**src/rtl/id_consts.svh**
```systemverilog
// Sizes, widths and opcode values of the decode stage.
// The queue depth must stay at least ID_STOP_FREE + 1.
// Only the integer subset listed here is decoded, anything else is reserved.
`ifndef ID_CONSTS_SVH
`define ID_CONSTS_SVH

`define ID_QUEUE_DEPTH 4      // instruction queue entries
`define ID_STOP_FREE   2      // stop fetch below this many free entries
`define ID_XLEN        32     // data word width
`define ID_REG_BITS    5      // register number width

// primary opcodes
`define ID_OP_RTYPE 6'b000000
`define ID_OP_ADDIU 6'b001001
`define ID_OP_ORI   6'b001101
`define ID_OP_LUI   6'b001111
`define ID_OP_LW    6'b100011
`define ID_OP_SW    6'b101011
`define ID_OP_BEQ   6'b000100

// function field of r-type
`define ID_FN_ADDU 6'b100001
`define ID_FN_SUBU 6'b100011
`define ID_FN_AND  6'b100100
`define ID_FN_OR   6'b100101
`define ID_FN_SLT  6'b101010

`endif

```
**src/rtl/idPkg.sv**
```systemverilog
// Shared types of the decode stage.
// Widths come from the constants header, so both must be compiled together.
`default_nettype none

`include "id_consts.svh"

package idPkg;

    ////////////////////////////////////////////////////////////////////////////
    // basic words
    ////////////////////////////////////////////////////////////////////////////
    typedef logic [`ID_XLEN-1:0]     word_t;
    typedef logic [`ID_REG_BITS-1:0] regNum_t;   // 0 means no register

    ////////////////////////////////////////////////////////////////////////////
    // control encodings
    ////////////////////////////////////////////////////////////////////////////
    typedef enum logic [2:0] {
        ALU_ADD,
        ALU_SUB,
        ALU_AND,
        ALU_OR,
        ALU_SLT,
        ALU_LUI    // pass the shifted immediate
    } aluOp_t;

    // where execute takes an operand from
    typedef enum logic [1:0] {
        FWD_REG,   // register file, includes write-back bypass
        FWD_EXE,
        FWD_MEM
    } fwdSel_t;

    ////////////////////////////////////////////////////////////////////////////
    // queue payload
    ////////////////////////////////////////////////////////////////////////////
    typedef struct packed {
        word_t pc;
        word_t inst;
    } queueEntry_t;

endpackage

`default_nettype wire

```
**src/rtl/idIfs.sv**
```systemverilog
// Interfaces inside the decode stage.
// queueIf: pop may only be raised while headValid is high.
// stageIf: a write number of zero means the stage writes nothing.
`default_nettype none

interface queueIf;
    logic                headValid;
    idPkg::queueEntry_t  head;
    logic                pop;        // entry leaves on the edge

    modport queue  (output headValid, output head, input pop);
    modport decode (input head);
    modport issue  (input headValid, output pop);
endinterface

interface stageIf;
    idPkg::regNum_t  exeWriteNum;
    logic            exeReady;       // exe result usable next cycle
    idPkg::regNum_t  memWriteNum;
    logic            memReady;

    modport src  (output exeWriteNum, output exeReady,
                  output memWriteNum, output memReady);
    modport sink (input exeWriteNum, input exeReady,
                  input memWriteNum, input memReady);
endinterface

`default_nettype wire

```
**src/rtl/instQueue.sv**
```systemverilog
// Circular FIFO of fetched instructions with their PCs.
// A push into a full queue is dropped; fetch should obey stopFetch_o.
// flush_i empties the queue at the next edge and wins over push and pop.
// stopFetch_o is registered from the occupancy left by each edge.
`default_nettype none

`include "id_consts.svh"

module instQueue import idPkg::*; (
    input  logic        clk_i,
    input  logic        rst_i,
    input  logic        flush_i,
    input  logic        fetchValid_i,
    input  queueEntry_t fetchEntry_i,
    output logic        stopFetch_o,
    queueIf.queue       q
);
    localparam int DEPTH = `ID_QUEUE_DEPTH;
    localparam int PTR_W = $clog2(DEPTH);
    localparam int CNT_W = $clog2(DEPTH + 1);

    queueEntry_t         mem [DEPTH];
    logic [PTR_W-1:0]    rdPtr;
    logic [PTR_W-1:0]    wrPtr;
    logic [CNT_W-1:0]    count;
    logic [CNT_W-1:0]    countNext;
    logic                doPush;
    logic                doPop;

    assign doPush = fetchValid_i && (count != CNT_W'(DEPTH));  // full drops it
    assign doPop  = q.pop && q.headValid;

    assign countNext = flush_i ? '0 : count + CNT_W'(doPush) - CNT_W'(doPop);

    ////////////////////////////////////////////////////////////////////////////
    // pointers and occupancy
    ////////////////////////////////////////////////////////////////////////////
    always_ff @(posedge clk_i) begin
        if (rst_i || flush_i) begin
            rdPtr <= '0;
            wrPtr <= '0;
            count <= '0;
        end else begin
            if (doPush)
                wrPtr <= (wrPtr == PTR_W'(DEPTH - 1)) ? '0 : wrPtr + 1'b1;
            if (doPop)
                rdPtr <= (rdPtr == PTR_W'(DEPTH - 1)) ? '0 : rdPtr + 1'b1;
            count <= countNext;
        end
    end

    // free entries after this edge below the limit
    always_ff @(posedge clk_i) begin
        if (rst_i)
            stopFetch_o <= 1'b0;
        else
            stopFetch_o <= countNext > CNT_W'(DEPTH - `ID_STOP_FREE);
    end

    always_ff @(posedge clk_i) begin
        if (doPush && !flush_i)
            mem[wrPtr] <= fetchEntry_i;  // payload only
    end

    assign q.headValid = (count != '0);
    assign q.head      = mem[rdPtr];

endmodule

`default_nettype wire

```
**src/rtl/decoder.sv**
```systemverilog
// Decoder for the integer subset: addu subu and or slt, addiu ori lui,
// lw sw and beq. Purely combinational on the queue head.
// Any other opcode or function raises reservedInst_o with no reads or write.
`default_nettype none

`include "id_consts.svh"

module decoder import idPkg::*; (
    queueIf.decode    q,
    output aluOp_t    aluOp_o,
    output regNum_t   rsNum_o,
    output regNum_t   rtNum_o,
    output logic      rsNeeded_o,
    output logic      rtNeeded_o,
    output regNum_t   writeNum_o,
    output word_t     imm_o,
    output logic      op1IsImm_o,
    output logic      memReq_o,
    output logic      memWrite_o,
    output logic      isBranch_o,
    output logic      reservedInst_o
);
    word_t       inst;
    logic [5:0]  opcode;
    logic [5:0]  funct;
    logic [15:0] immField;
    regNum_t     rdNum;
    word_t       immSext;
    word_t       immZext;
    word_t       immHigh;

    assign inst     = q.head.inst;
    assign opcode   = inst[31:26];
    assign funct    = inst[5:0];
    assign immField = inst[15:0];
    assign rdNum    = inst[15:11];

    assign rsNum_o = inst[25:21];   // fields pass through, needs qualify them
    assign rtNum_o = inst[20:16];

    assign immSext = {{(`ID_XLEN-16){immField[15]}}, immField};
    assign immZext = {{(`ID_XLEN-16){1'b0}}, immField};
    assign immHigh = {immField, 16'b0};

    always_comb begin
        aluOp_o        = ALU_ADD;
        rsNeeded_o     = 1'b0;
        rtNeeded_o     = 1'b0;
        writeNum_o     = '0;
        imm_o          = immSext;
        op1IsImm_o     = 1'b0;
        memReq_o       = 1'b0;
        memWrite_o     = 1'b0;
        isBranch_o     = 1'b0;
        reservedInst_o = 1'b0;

        case (opcode)
            `ID_OP_RTYPE: begin
                rsNeeded_o = 1'b1;
                rtNeeded_o = 1'b1;
                writeNum_o = rdNum;
                case (funct)
                    `ID_FN_ADDU: aluOp_o = ALU_ADD;
                    `ID_FN_SUBU: aluOp_o = ALU_SUB;
                    `ID_FN_AND:  aluOp_o = ALU_AND;
                    `ID_FN_OR:   aluOp_o = ALU_OR;
                    `ID_FN_SLT:  aluOp_o = ALU_SLT;
                    default: begin
                        rsNeeded_o     = 1'b0;  // unknown function
                        rtNeeded_o     = 1'b0;
                        writeNum_o     = '0;
                        reservedInst_o = 1'b1;
                    end
                endcase
            end
            `ID_OP_ADDIU, `ID_OP_LW: begin
                rsNeeded_o = 1'b1;
                writeNum_o = rtNum_o;
                op1IsImm_o = 1'b1;
                memReq_o   = (opcode == `ID_OP_LW);
            end
            `ID_OP_ORI: begin
                aluOp_o    = ALU_OR;
                rsNeeded_o = 1'b1;
                writeNum_o = rtNum_o;
                imm_o      = immZext;
                op1IsImm_o = 1'b1;
            end
            `ID_OP_LUI: begin
                aluOp_o    = ALU_LUI;   // no register read
                writeNum_o = rtNum_o;
                imm_o      = immHigh;
                op1IsImm_o = 1'b1;
            end
            `ID_OP_SW: begin
                rsNeeded_o = 1'b1;      // base
                rtNeeded_o = 1'b1;      // store data
                op1IsImm_o = 1'b1;
                memReq_o   = 1'b1;
                memWrite_o = 1'b1;
            end
            `ID_OP_BEQ: begin
                aluOp_o    = ALU_SUB;   // compare rs with rt
                rsNeeded_o = 1'b1;
                rtNeeded_o = 1'b1;
                isBranch_o = 1'b1;
            end
            default: reservedInst_o = 1'b1;
        endcase
    end

endmodule

`default_nettype wire

```
**src/rtl/regFile.sv**
```systemverilog
// Two read ports, one write port, 31 writable registers.
// Register 0 reads zero and ignores writes.
// A read of the register written this cycle returns the new data.
`default_nettype none

module regFile import idPkg::*; (
    input  logic    clk_i,
    input  logic    rst_i,
    input  regNum_t rsNum_i,
    input  regNum_t rtNum_i,
    input  logic    wbWriteEn_i,
    input  regNum_t wbWriteNum_i,
    input  word_t   wbWriteData_i,
    output word_t   rsData_o,
    output word_t   rtData_o
);
    word_t regs [31:1];

    always_ff @(posedge clk_i) begin
        if (rst_i) begin
            for (int i = 1; i < 32; i++)
                regs[i] <= '0;
        end else if (wbWriteEn_i && wbWriteNum_i != '0) begin
            regs[wbWriteNum_i] <= wbWriteData_i;
        end
    end

    // zero register first, then same-cycle bypass
    assign rsData_o = (rsNum_i == '0) ? '0 :
                      (wbWriteEn_i && wbWriteNum_i == rsNum_i) ? wbWriteData_i :
                      regs[rsNum_i];
    assign rtData_o = (rtNum_i == '0) ? '0 :
                      (wbWriteEn_i && wbWriteNum_i == rtNum_i) ? wbWriteData_i :
                      regs[rtNum_i];

endmodule

`default_nettype wire

```
**src/rtl/issueCtrl.sv**
```systemverilog
// Forwarding select, hazard stall and the issue handshake.
// Execute wins over memory when both write the same register.
// Combinational; flush_i only masks the valid, the queue does the emptying.
`default_nettype none

module issueCtrl import idPkg::*; (
    input  logic      flush_i,
    input  logic      exeAllowin_i,
    input  regNum_t   rsNum_i,
    input  regNum_t   rtNum_i,
    input  logic      rsNeeded_i,
    input  logic      rtNeeded_i,
    stageIf.sink      stage,
    queueIf.issue     q,
    output fwdSel_t   fwdSel0_o,
    output fwdSel_t   fwdSel1_o,
    output logic      issueValid_o
);
    logic stall;

    function automatic fwdSel_t pickSrc(input regNum_t num, input logic needed,
                                        input regNum_t exeNum, input regNum_t memNum);
        if (!needed || num == '0)
            return FWD_REG;
        else if (num == exeNum)
            return FWD_EXE;
        else if (num == memNum)
            return FWD_MEM;
        else
            return FWD_REG;
    endfunction

    // chosen stage has no result yet
    function automatic logic srcStall(input fwdSel_t sel, input logic exeRdy,
                                      input logic memRdy);
        return (sel == FWD_EXE && !exeRdy) || (sel == FWD_MEM && !memRdy);
    endfunction

    assign fwdSel0_o = pickSrc(rsNum_i, rsNeeded_i, stage.exeWriteNum, stage.memWriteNum);
    assign fwdSel1_o = pickSrc(rtNum_i, rtNeeded_i, stage.exeWriteNum, stage.memWriteNum);

    assign stall = srcStall(fwdSel0_o, stage.exeReady, stage.memReady) ||
                   srcStall(fwdSel1_o, stage.exeReady, stage.memReady);

    assign issueValid_o = q.headValid && !stall && !flush_i;
    assign q.pop        = issueValid_o && exeAllowin_i;  // transfer edge

endmodule

`default_nettype wire

```
**src/rtl/idStage.sv**
```systemverilog
// Decode stage top: queue, decoder, register file and issue control.
// Fetch must stop pushing while stopFetch_o is high.
// Issue transfers on an edge with issueValid_o and exeAllowin_i both high.
`default_nettype none

module idStage import idPkg::*; (
    input  logic    clk_i,
    input  logic    rst_i,
    input  logic    flush_i,
    input  logic    fetchValid_i,
    input  word_t   fetchInst_i,
    input  word_t   fetchPc_i,
    input  logic    exeAllowin_i,
    input  regNum_t exeWriteNum_i,
    input  logic    exeReady_i,
    input  regNum_t memWriteNum_i,
    input  logic    memReady_i,
    input  logic    wbWriteEn_i,
    input  regNum_t wbWriteNum_i,
    input  word_t   wbWriteData_i,
    output logic    stopFetch_o,
    output logic    issueValid_o,
    output word_t   pc_o,
    output aluOp_t  aluOp_o,
    output regNum_t writeNum_o,
    output word_t   rsData_o,
    output word_t   rtData_o,
    output fwdSel_t fwdSel0_o,
    output fwdSel_t fwdSel1_o,
    output word_t   imm_o,
    output logic    op1IsImm_o,
    output logic    memReq_o,
    output logic    memWrite_o,
    output logic    isBranch_o,
    output logic    reservedInst_o
);
    queueIf      q ();
    stageIf      stage ();
    queueEntry_t fetchEntry;
    regNum_t     rsNum;
    regNum_t     rtNum;
    logic        rsNeeded;
    logic        rtNeeded;

    assign fetchEntry        = '{pc: fetchPc_i, inst: fetchInst_i};
    assign stage.exeWriteNum = exeWriteNum_i;
    assign stage.exeReady    = exeReady_i;
    assign stage.memWriteNum = memWriteNum_i;
    assign stage.memReady    = memReady_i;
    assign pc_o              = q.head.pc;

    instQueue queue0 (.clk_i, .rst_i, .flush_i, .fetchValid_i,
                      .fetchEntry_i(fetchEntry), .stopFetch_o, .q(q.queue));

    decoder dec0 (.q(q.decode), .aluOp_o, .rsNum_o(rsNum), .rtNum_o(rtNum),
                  .rsNeeded_o(rsNeeded), .rtNeeded_o(rtNeeded), .writeNum_o, .imm_o,
                  .op1IsImm_o, .memReq_o, .memWrite_o, .isBranch_o, .reservedInst_o);

    regFile rf0 (.clk_i, .rst_i, .rsNum_i(rsNum), .rtNum_i(rtNum), .wbWriteEn_i,
                 .wbWriteNum_i, .wbWriteData_i, .rsData_o, .rtData_o);

    issueCtrl issue0 (.flush_i, .exeAllowin_i, .rsNum_i(rsNum), .rtNum_i(rtNum),
                      .rsNeeded_i(rsNeeded), .rtNeeded_i(rtNeeded), .stage(stage.sink),
                      .q(q.issue), .fwdSel0_o, .fwdSel1_o, .issueValid_o);

endmodule

`default_nettype wire

```
**config.mk**
```make
export PLATFORM = sky130hd
export DESIGN_NAME = idStage
export DESIGN_NICKNAME = d
export VERILOG_FILES = /design/src/rtl/idPkg.sv /design/src/rtl/idIfs.sv /design/src/rtl/instQueue.sv /design/src/rtl/decoder.sv /design/src/rtl/regFile.sv /design/src/rtl/issueCtrl.sv /design/src/rtl/idStage.sv
export VERILOG_INCLUDE_DIRS = /design/src /design/src/rtl
export SDC_FILE = /design/constraint.sdc
export NUM_CORES = 2
export LEC_CHECK = 0
export CAP_MARGIN = 40
export CORE_MARGIN = 2
export CORE_UTILIZATION = 50
export CTS_CLUSTER_DIAMETER = 80
export DETAILED_ROUTE_END_ITERATION = 8
export DONT_BUFFER_PORTS = 1
export MAX_ROUTING_LAYER = met4
export PLACE_DENSITY = 0.74
export SYNTH_ARGS = -nofsm -noshare
export SYNTH_HDL_FRONTEND = slang
export SYNTH_HIERARCHICAL = 1
export SYNTH_SLANG_ARGS = --single-unit
export TNS_END_PERCENT = 1
```
**constraint.sdc**
```tcl
create_clock -name clk_i -period 5.6 [get_ports clk_i]
set_input_delay 1.12 -clock clk_i [delete_from_list [all_inputs] [get_ports clk_i]]
set_output_delay 1.12 -clock clk_i [all_outputs]
set_load 0.02 [all_outputs]
```
======== Yosys cells after proc, flatten, opt, wreduce, memory -nomap -nowiden ========
Memory sizes are Yosys's and may differ from the RTL's. A register that Yosys moved wholly into a read port is not among the register bits.
Index checks and enable logic that the tools add are counted.
storage, ports and cells
  bits in registers ....................... 8
  memory bits (writable) .................. 1248
  output and inout bits ................... 147
  memories kept ........................... 2
  bits of input ports ..................... 119
memories
  memory      words  bits a word  rd ports  clocked after memory_dff  write ports  line             text
  rf0.regs    31     32           2         0                         31           regFile.sv:17    word_t regs [31:1];
  queue0.mem  4      64           1         1                         1            instQueue.sv:22  queueEntry_t mem [DEPTH];
cells by class
  add/sub/neg operators ................... 4
  multiplexer cells ....................... 39
  reductions and logical operators ........ 38
  equality and inequality tests ........... 24
  $lt $le $gt $ge ......................... 1
operator list
  cell                 number
  $mux 32              5
  $pmux 32 s2          1
  $eq 6x6->1 const B   7
  $reduce_or 32->1     1
  $eq 5x5->1           6
  $pmux 3 s4           2
  $mux 2               10
  $eq 6x4->1 const B   3
  $reduce_or 5->1      3
  $logic_and 1x1->1    13
  $mux 1               13
  $logic_not 5->1      2
  $mux 5               2
  $pmux 5 s2           1
  $eq 2x2->1 const B   4
  $pmux 1 s2           4
  $eq 6x3->1 const B   1
  $logic_not 1->1      6
  $logic_not 6->1      1
  $logic_or 1x1->1     6
  $reduce_or 6->1      1
  $reduce_bool 5->1    1
  $add 2x1->2 const B  2
  $eq 2x1->1 const B   2
  8 further kinds      9

======== Depth between registers and ports, before layout ========
  depth after elaboration ................. 19
  depth in mapped cells ................... 22
  mapped depth without buffers ............ 19

======== By module ========
The synthesis kept the hierarchy.
by module, submodules not included
  module     cells each  area an instance (µm²)  instances
  regFile    3829        55182.9                 1
  instQueue  389         9814.4                  1
  decoder    96          671.9                   1
  issueCtrl  44          337.8                   1

======== Worst setup path before layout ========
Ideal clock, no wire load.
  path type ............................... flip-flop to flip-flop
  start ................................... register (tool-made name)
  end ..................................... register queue0.stopFetch_o
  library setup time ...................... 128 ps
  slack ................................... 1338 ps
  buffers on the path ..................... 2
  cell stages (with the launch flop) ...... 21
  data required time ...................... 5472 ps
  arrival ................................. 4134 ps
  cells stage by stage .................... dfxtp_1 buf_6 buf_12 mux4_2 or2b_1 nor3_1 nand2b_1 o21a_1 nand4_2 o22ai_1 a221oi_1 o31ai_2 inv_1 ha_1 inv_1 ha_1 inv_1 fa_1 xor2_1 xnor2_1 a21oi_1
RTL lines
  what                    line             text
  end signal: assignment  instQueue.sv:57  stopFetch_o <= countNext > CNT_W'(DEPTH - `ID_STOP_FREE);
  end: declaration        instQueue.sv:15  output logic stopFetch_o,

==> flow_metrics.env <==
export IMPL_cp_arrival_ps=4470
export IMPL_yosysTopAreaCell="edfxtp_1"
export IMPL_grt_pass1_vias=43200
export IMPL_synth_edf_count=1280
export IMPL_antenna_left=0
export IMPL_slowest_delay_ps=920
export IMPL_synth_seq_area_share=0.585
export IMPL_die_x_um=367
export IMPL_hold_depth=0
export IMPL_start_util=0.503
export IMPL_path_class="flop to primary output"
export IMPL_cap_viol_max_count=0
export IMPL_r2r_end="queue0/stopFetch_o$_SDFF_PP0_"
export IMPL_place_hpwl_um=136000
export IMPL_hold_start="fetchInst_i[9]"
export IMPL_antenna_found_initial=29
export IMPL_critPathMaxFanout=17
export IMPL_outcome="finished, final reports clean"
export IMPL_drv_slew=0
export IMPL_avgSynthCellArea_um2=15.1
export IMPL_clock_latency_ps=800
export IMPL_rows=133
export IMPL_utilization=0.561
export IMPL_finalWirelength_um=230000
export IMPL_via_count=44200
export IMPL_gr_usage_all_layers=0.347
export IMPL_io_buffers=0
export IMPL_synth_area_leaders="edfxtp_1 58%, mux4_2 15%, and2_1 9.6%, mux2i_1 3.8%, clkbuf_1 1.7%"
export IMPL_period_minus_slack_ps=5590
export IMPL_grt_pass1_wl_um=320000
export IMPL_cp_start_kind="flop"
export IMPL_syn2layout_area_growth_pct=11.6
export IMPL_setup_viol=0
export IMPL_fp_dieH_um=367
export IMPL_clk_pin_slew_ps=60
export IMPL_cts_htree_levels=4
export IMPL_cp_top_family="simple AND/OR/NAND/NOR gates"
export IMPL_power_density_nw_per_um2=306
export IMPL_grt_overflow_total=0
export IMPL_dr_pass1_iters=7
export IMPL_ys_types=73
export IMPL_finalHoldViolations=0
export IMPL_io_pins=266
export IMPL_hold_path_class="input pin to flop"
export IMPL_syn_area_um2=66000
export IMPL_holdBufCountCts=0
export IMPL_cts_tree="done"
export IMPL_finalCritPeriodShare=0.999
export IMPL_gp_congestion=0.924
export IMPL_synth_top_area_frac=0.582
export IMPL_relSlewSlack=0.334
export IMPL_skew_ps=19.2
export IMPL_final_cell_mix="1280 x edfxtp_1, 1010 x and2_1, 437 x mux4_2, 247 x mux2i_1, 160 x buf_4"
export IMPL_final_common_cell="edfxtp_1"
export IMPL_core_um2=131000
export IMPL_syn_inst=4358
export IMPL_timing_fmax_mhz=179
export IMPL_cts_root_buf="clkbuf_16"
export IMPL_fill_cells=9917
export IMPL_ff2ff_setup_slack_ps=540
export IMPL_nNetsFinal=4453
export IMPL_avgRoutedWirePerCell_um=37.0
export IMPL_rsz0062_at_grt="yes"
export IMPL_cp_data_required_time_ps=4480
export IMPL_cp_common_cell="buf_4"
export IMPL_ir_drop_uv=306
export IMPL_dieArea_um2=135000
export IMPL_leakage_uw=0.0253
export IMPL_grt_max_degree=61
export IMPL_worstPathCellList="mux4_4 > or3b_4 > o22ai_1 > a2111oi_2 > nor3_2 > nor2_2 > buf_4 > buf_4"
export IMPL_async_flop_share=0
export IMPL_worstMarginPinSlew_ps=998
export IMPL_cp_slowest_cell="mux4_4"
export IMPL_via_per_inst=7.10
export IMPL_timing_hold_ws_ps=416
export IMPL_drtIter0Drc=8382
export IMPL_yosysWarnings=6
export IMPL_path_buf_inv=2
export IMPL_synth_ff_type="edfxtp_1"
export IMPL_cts_sinks=1290
export IMPL_numCtsBuffers=137
export IMPL_endpoint_kind="primary output"
export IMPL_clockBufferDepth=3
export IMPL_drc=0
export IMPL_hold_end="queue0/mem[1][9]$_DFFE_PP_"
export IMPL_drive_gt1_frac=0.242
export IMPL_worst_r2r_cell_count=20
export IMPL_ys_ff_latch=1290
==> where the power goes <==
group | internal, uW | switching, uW | leakage [uW] | total [uW]
clock | 4950 | 3960 | 0.00210 | 8910
combinational | 928 | 1410 | 0.0110 | 2340
sequential | 11100 | 230 | 0.0122 | 11300
total | 17000 | 5600 | 0.0253 | 22600
==> logic make-up (layout without fill, tap and decap cells) <==
kind of cell    count (synthesis)  after routing  share of synthesized area
compound gates                474            474                     0.0514
xor+xnor                       33             33                    0.00438
buf+inv                       456            493                     0.0337
flops                        1290           1290                      0.585
simple gates                 1321           1322                      0.120
fa+ha+maj                       8              8                    0.00163
other cells                     1             69                  0.0000568
mux                           775            776                      0.203
==> sequential cells by signal, summed over array words and instances, names as in the netlist, named ones only <==
register            cells
rf0/regs             1024
queue0/wrPtr            2
queue0/count            3
queue0/mem            256
queue0/stopFetch_o      1
queue0/rdPtr            2
==> worst reg2reg max path, cell delays in order, from the launching register on <==
cell and delay (ps):
dfxtp_4 530, buf_4 300, mux4_2 600, nor3_1 330, nand2_1 160, a311o_1 360
o21ai_0 230, o21a_1 270, nand4_1 150, o22ai_1 190, a221oi_1 130, o31ai_2 110
inv_1 100, ha_1 300, inv_1 70, ha_1 160, inv_1 70, fa_1 390
xor2_1 240, xnor2_1 190, a21oi_1 90
==> layer usage <==
layer,GRT usage,vias to the layer above,wire length [um]
met3,0.146,836,41500
met1,0.438,22100,77000
met2,0.489,4446,99600
met4,0.155,0,12100
li1,-,16800,-
met5,-,-,0
==> metrics by stage <==
stage | power [uW] | area (um2) | TNS (ps) | setup slack, ps | std cells
4_1_cts | 22500 | 73500 | 0 | 2.63 | 6183
6_report | 22600 | 73600 | 0 | 7.32 | 6220
2_1_floorplan | 12900 | 66100 | 0 | 1340 | 4389
3_3_place_gp | 13600 | 68600 | 0 | 306 | 5907
5_1_grt | 23000 | 73600 | -86.5 | -35.8 | 6198
3_5_place_dp | 13700 | 69000 | 0 | 371 | 5934
==> synth_stat cells (11+ instances only) <==
cell and count:
a21oi_1 38, a2111oi_0 15, a31oi_1 25, mux4_2 444
a32o_1 32, xor2_1 13, a22oi_1 85, and2_1 1014
a21o_1 16, and3_1 17, buf_4 26, or2_2 34
inv_1 15, nand2b_1 12, mux2_2 83, a211oi_1 32
o221ai_1 39, nand2_1 63, nor3_1 29, buf_2 72
edfxtp_1 1280, mux2i_1 248, o22ai_1 81, clkbuf_1 297
buf_1 11, buf_6 23, xnor2_1 20, nor2_1 90
o21ai_0 61
==> final cells by class <==
cell class | count | area, um2 | share of cell area
Tap cell | 1755 | 2200 | 0.0298
Sequential cell | 1290 | 38600 | 0.525
Inverter | 15 | 56.3 | 0.000765
Clock buffer | 168 | 3550 | 0.0483
Antenna cell | 37 | 92.6 | 0.00126
Multi-Input combinational cell | 2645 | 25700 | 0.349
Timing Repair Buffer | 237 | 2600 | 0.0353
Clock inverter | 73 | 773 | 0.0105
==> timing repair <==
item | 4_1_cts | 5_1_grt
pin swaps | 0 | 0
cloned | 2 | 0
gates resized for setup | 14 | 25
endpoints found under the setup margin | 44 | 20
setup buffers | 6 | 0
==> worst max path at each step <==
stage,start,endpoint,slack (ps),cells past startpoint
3_3_place_gp,flop,rtData_o[22],310,8
3_5_place_dp,flop,rsData_o[18],370,8
2_1_floorplan,flop,queue0/stopFetch_o$_SDFF_PP0_,1340,20
6_report,flop,rsData_o[18],7,8
4_1_cts,flop,rsData_o[0],3,9
5_1_grt,flop,rsData_o[13],-40,10
No activity file was read; power rests on OpenSTA's default activity.
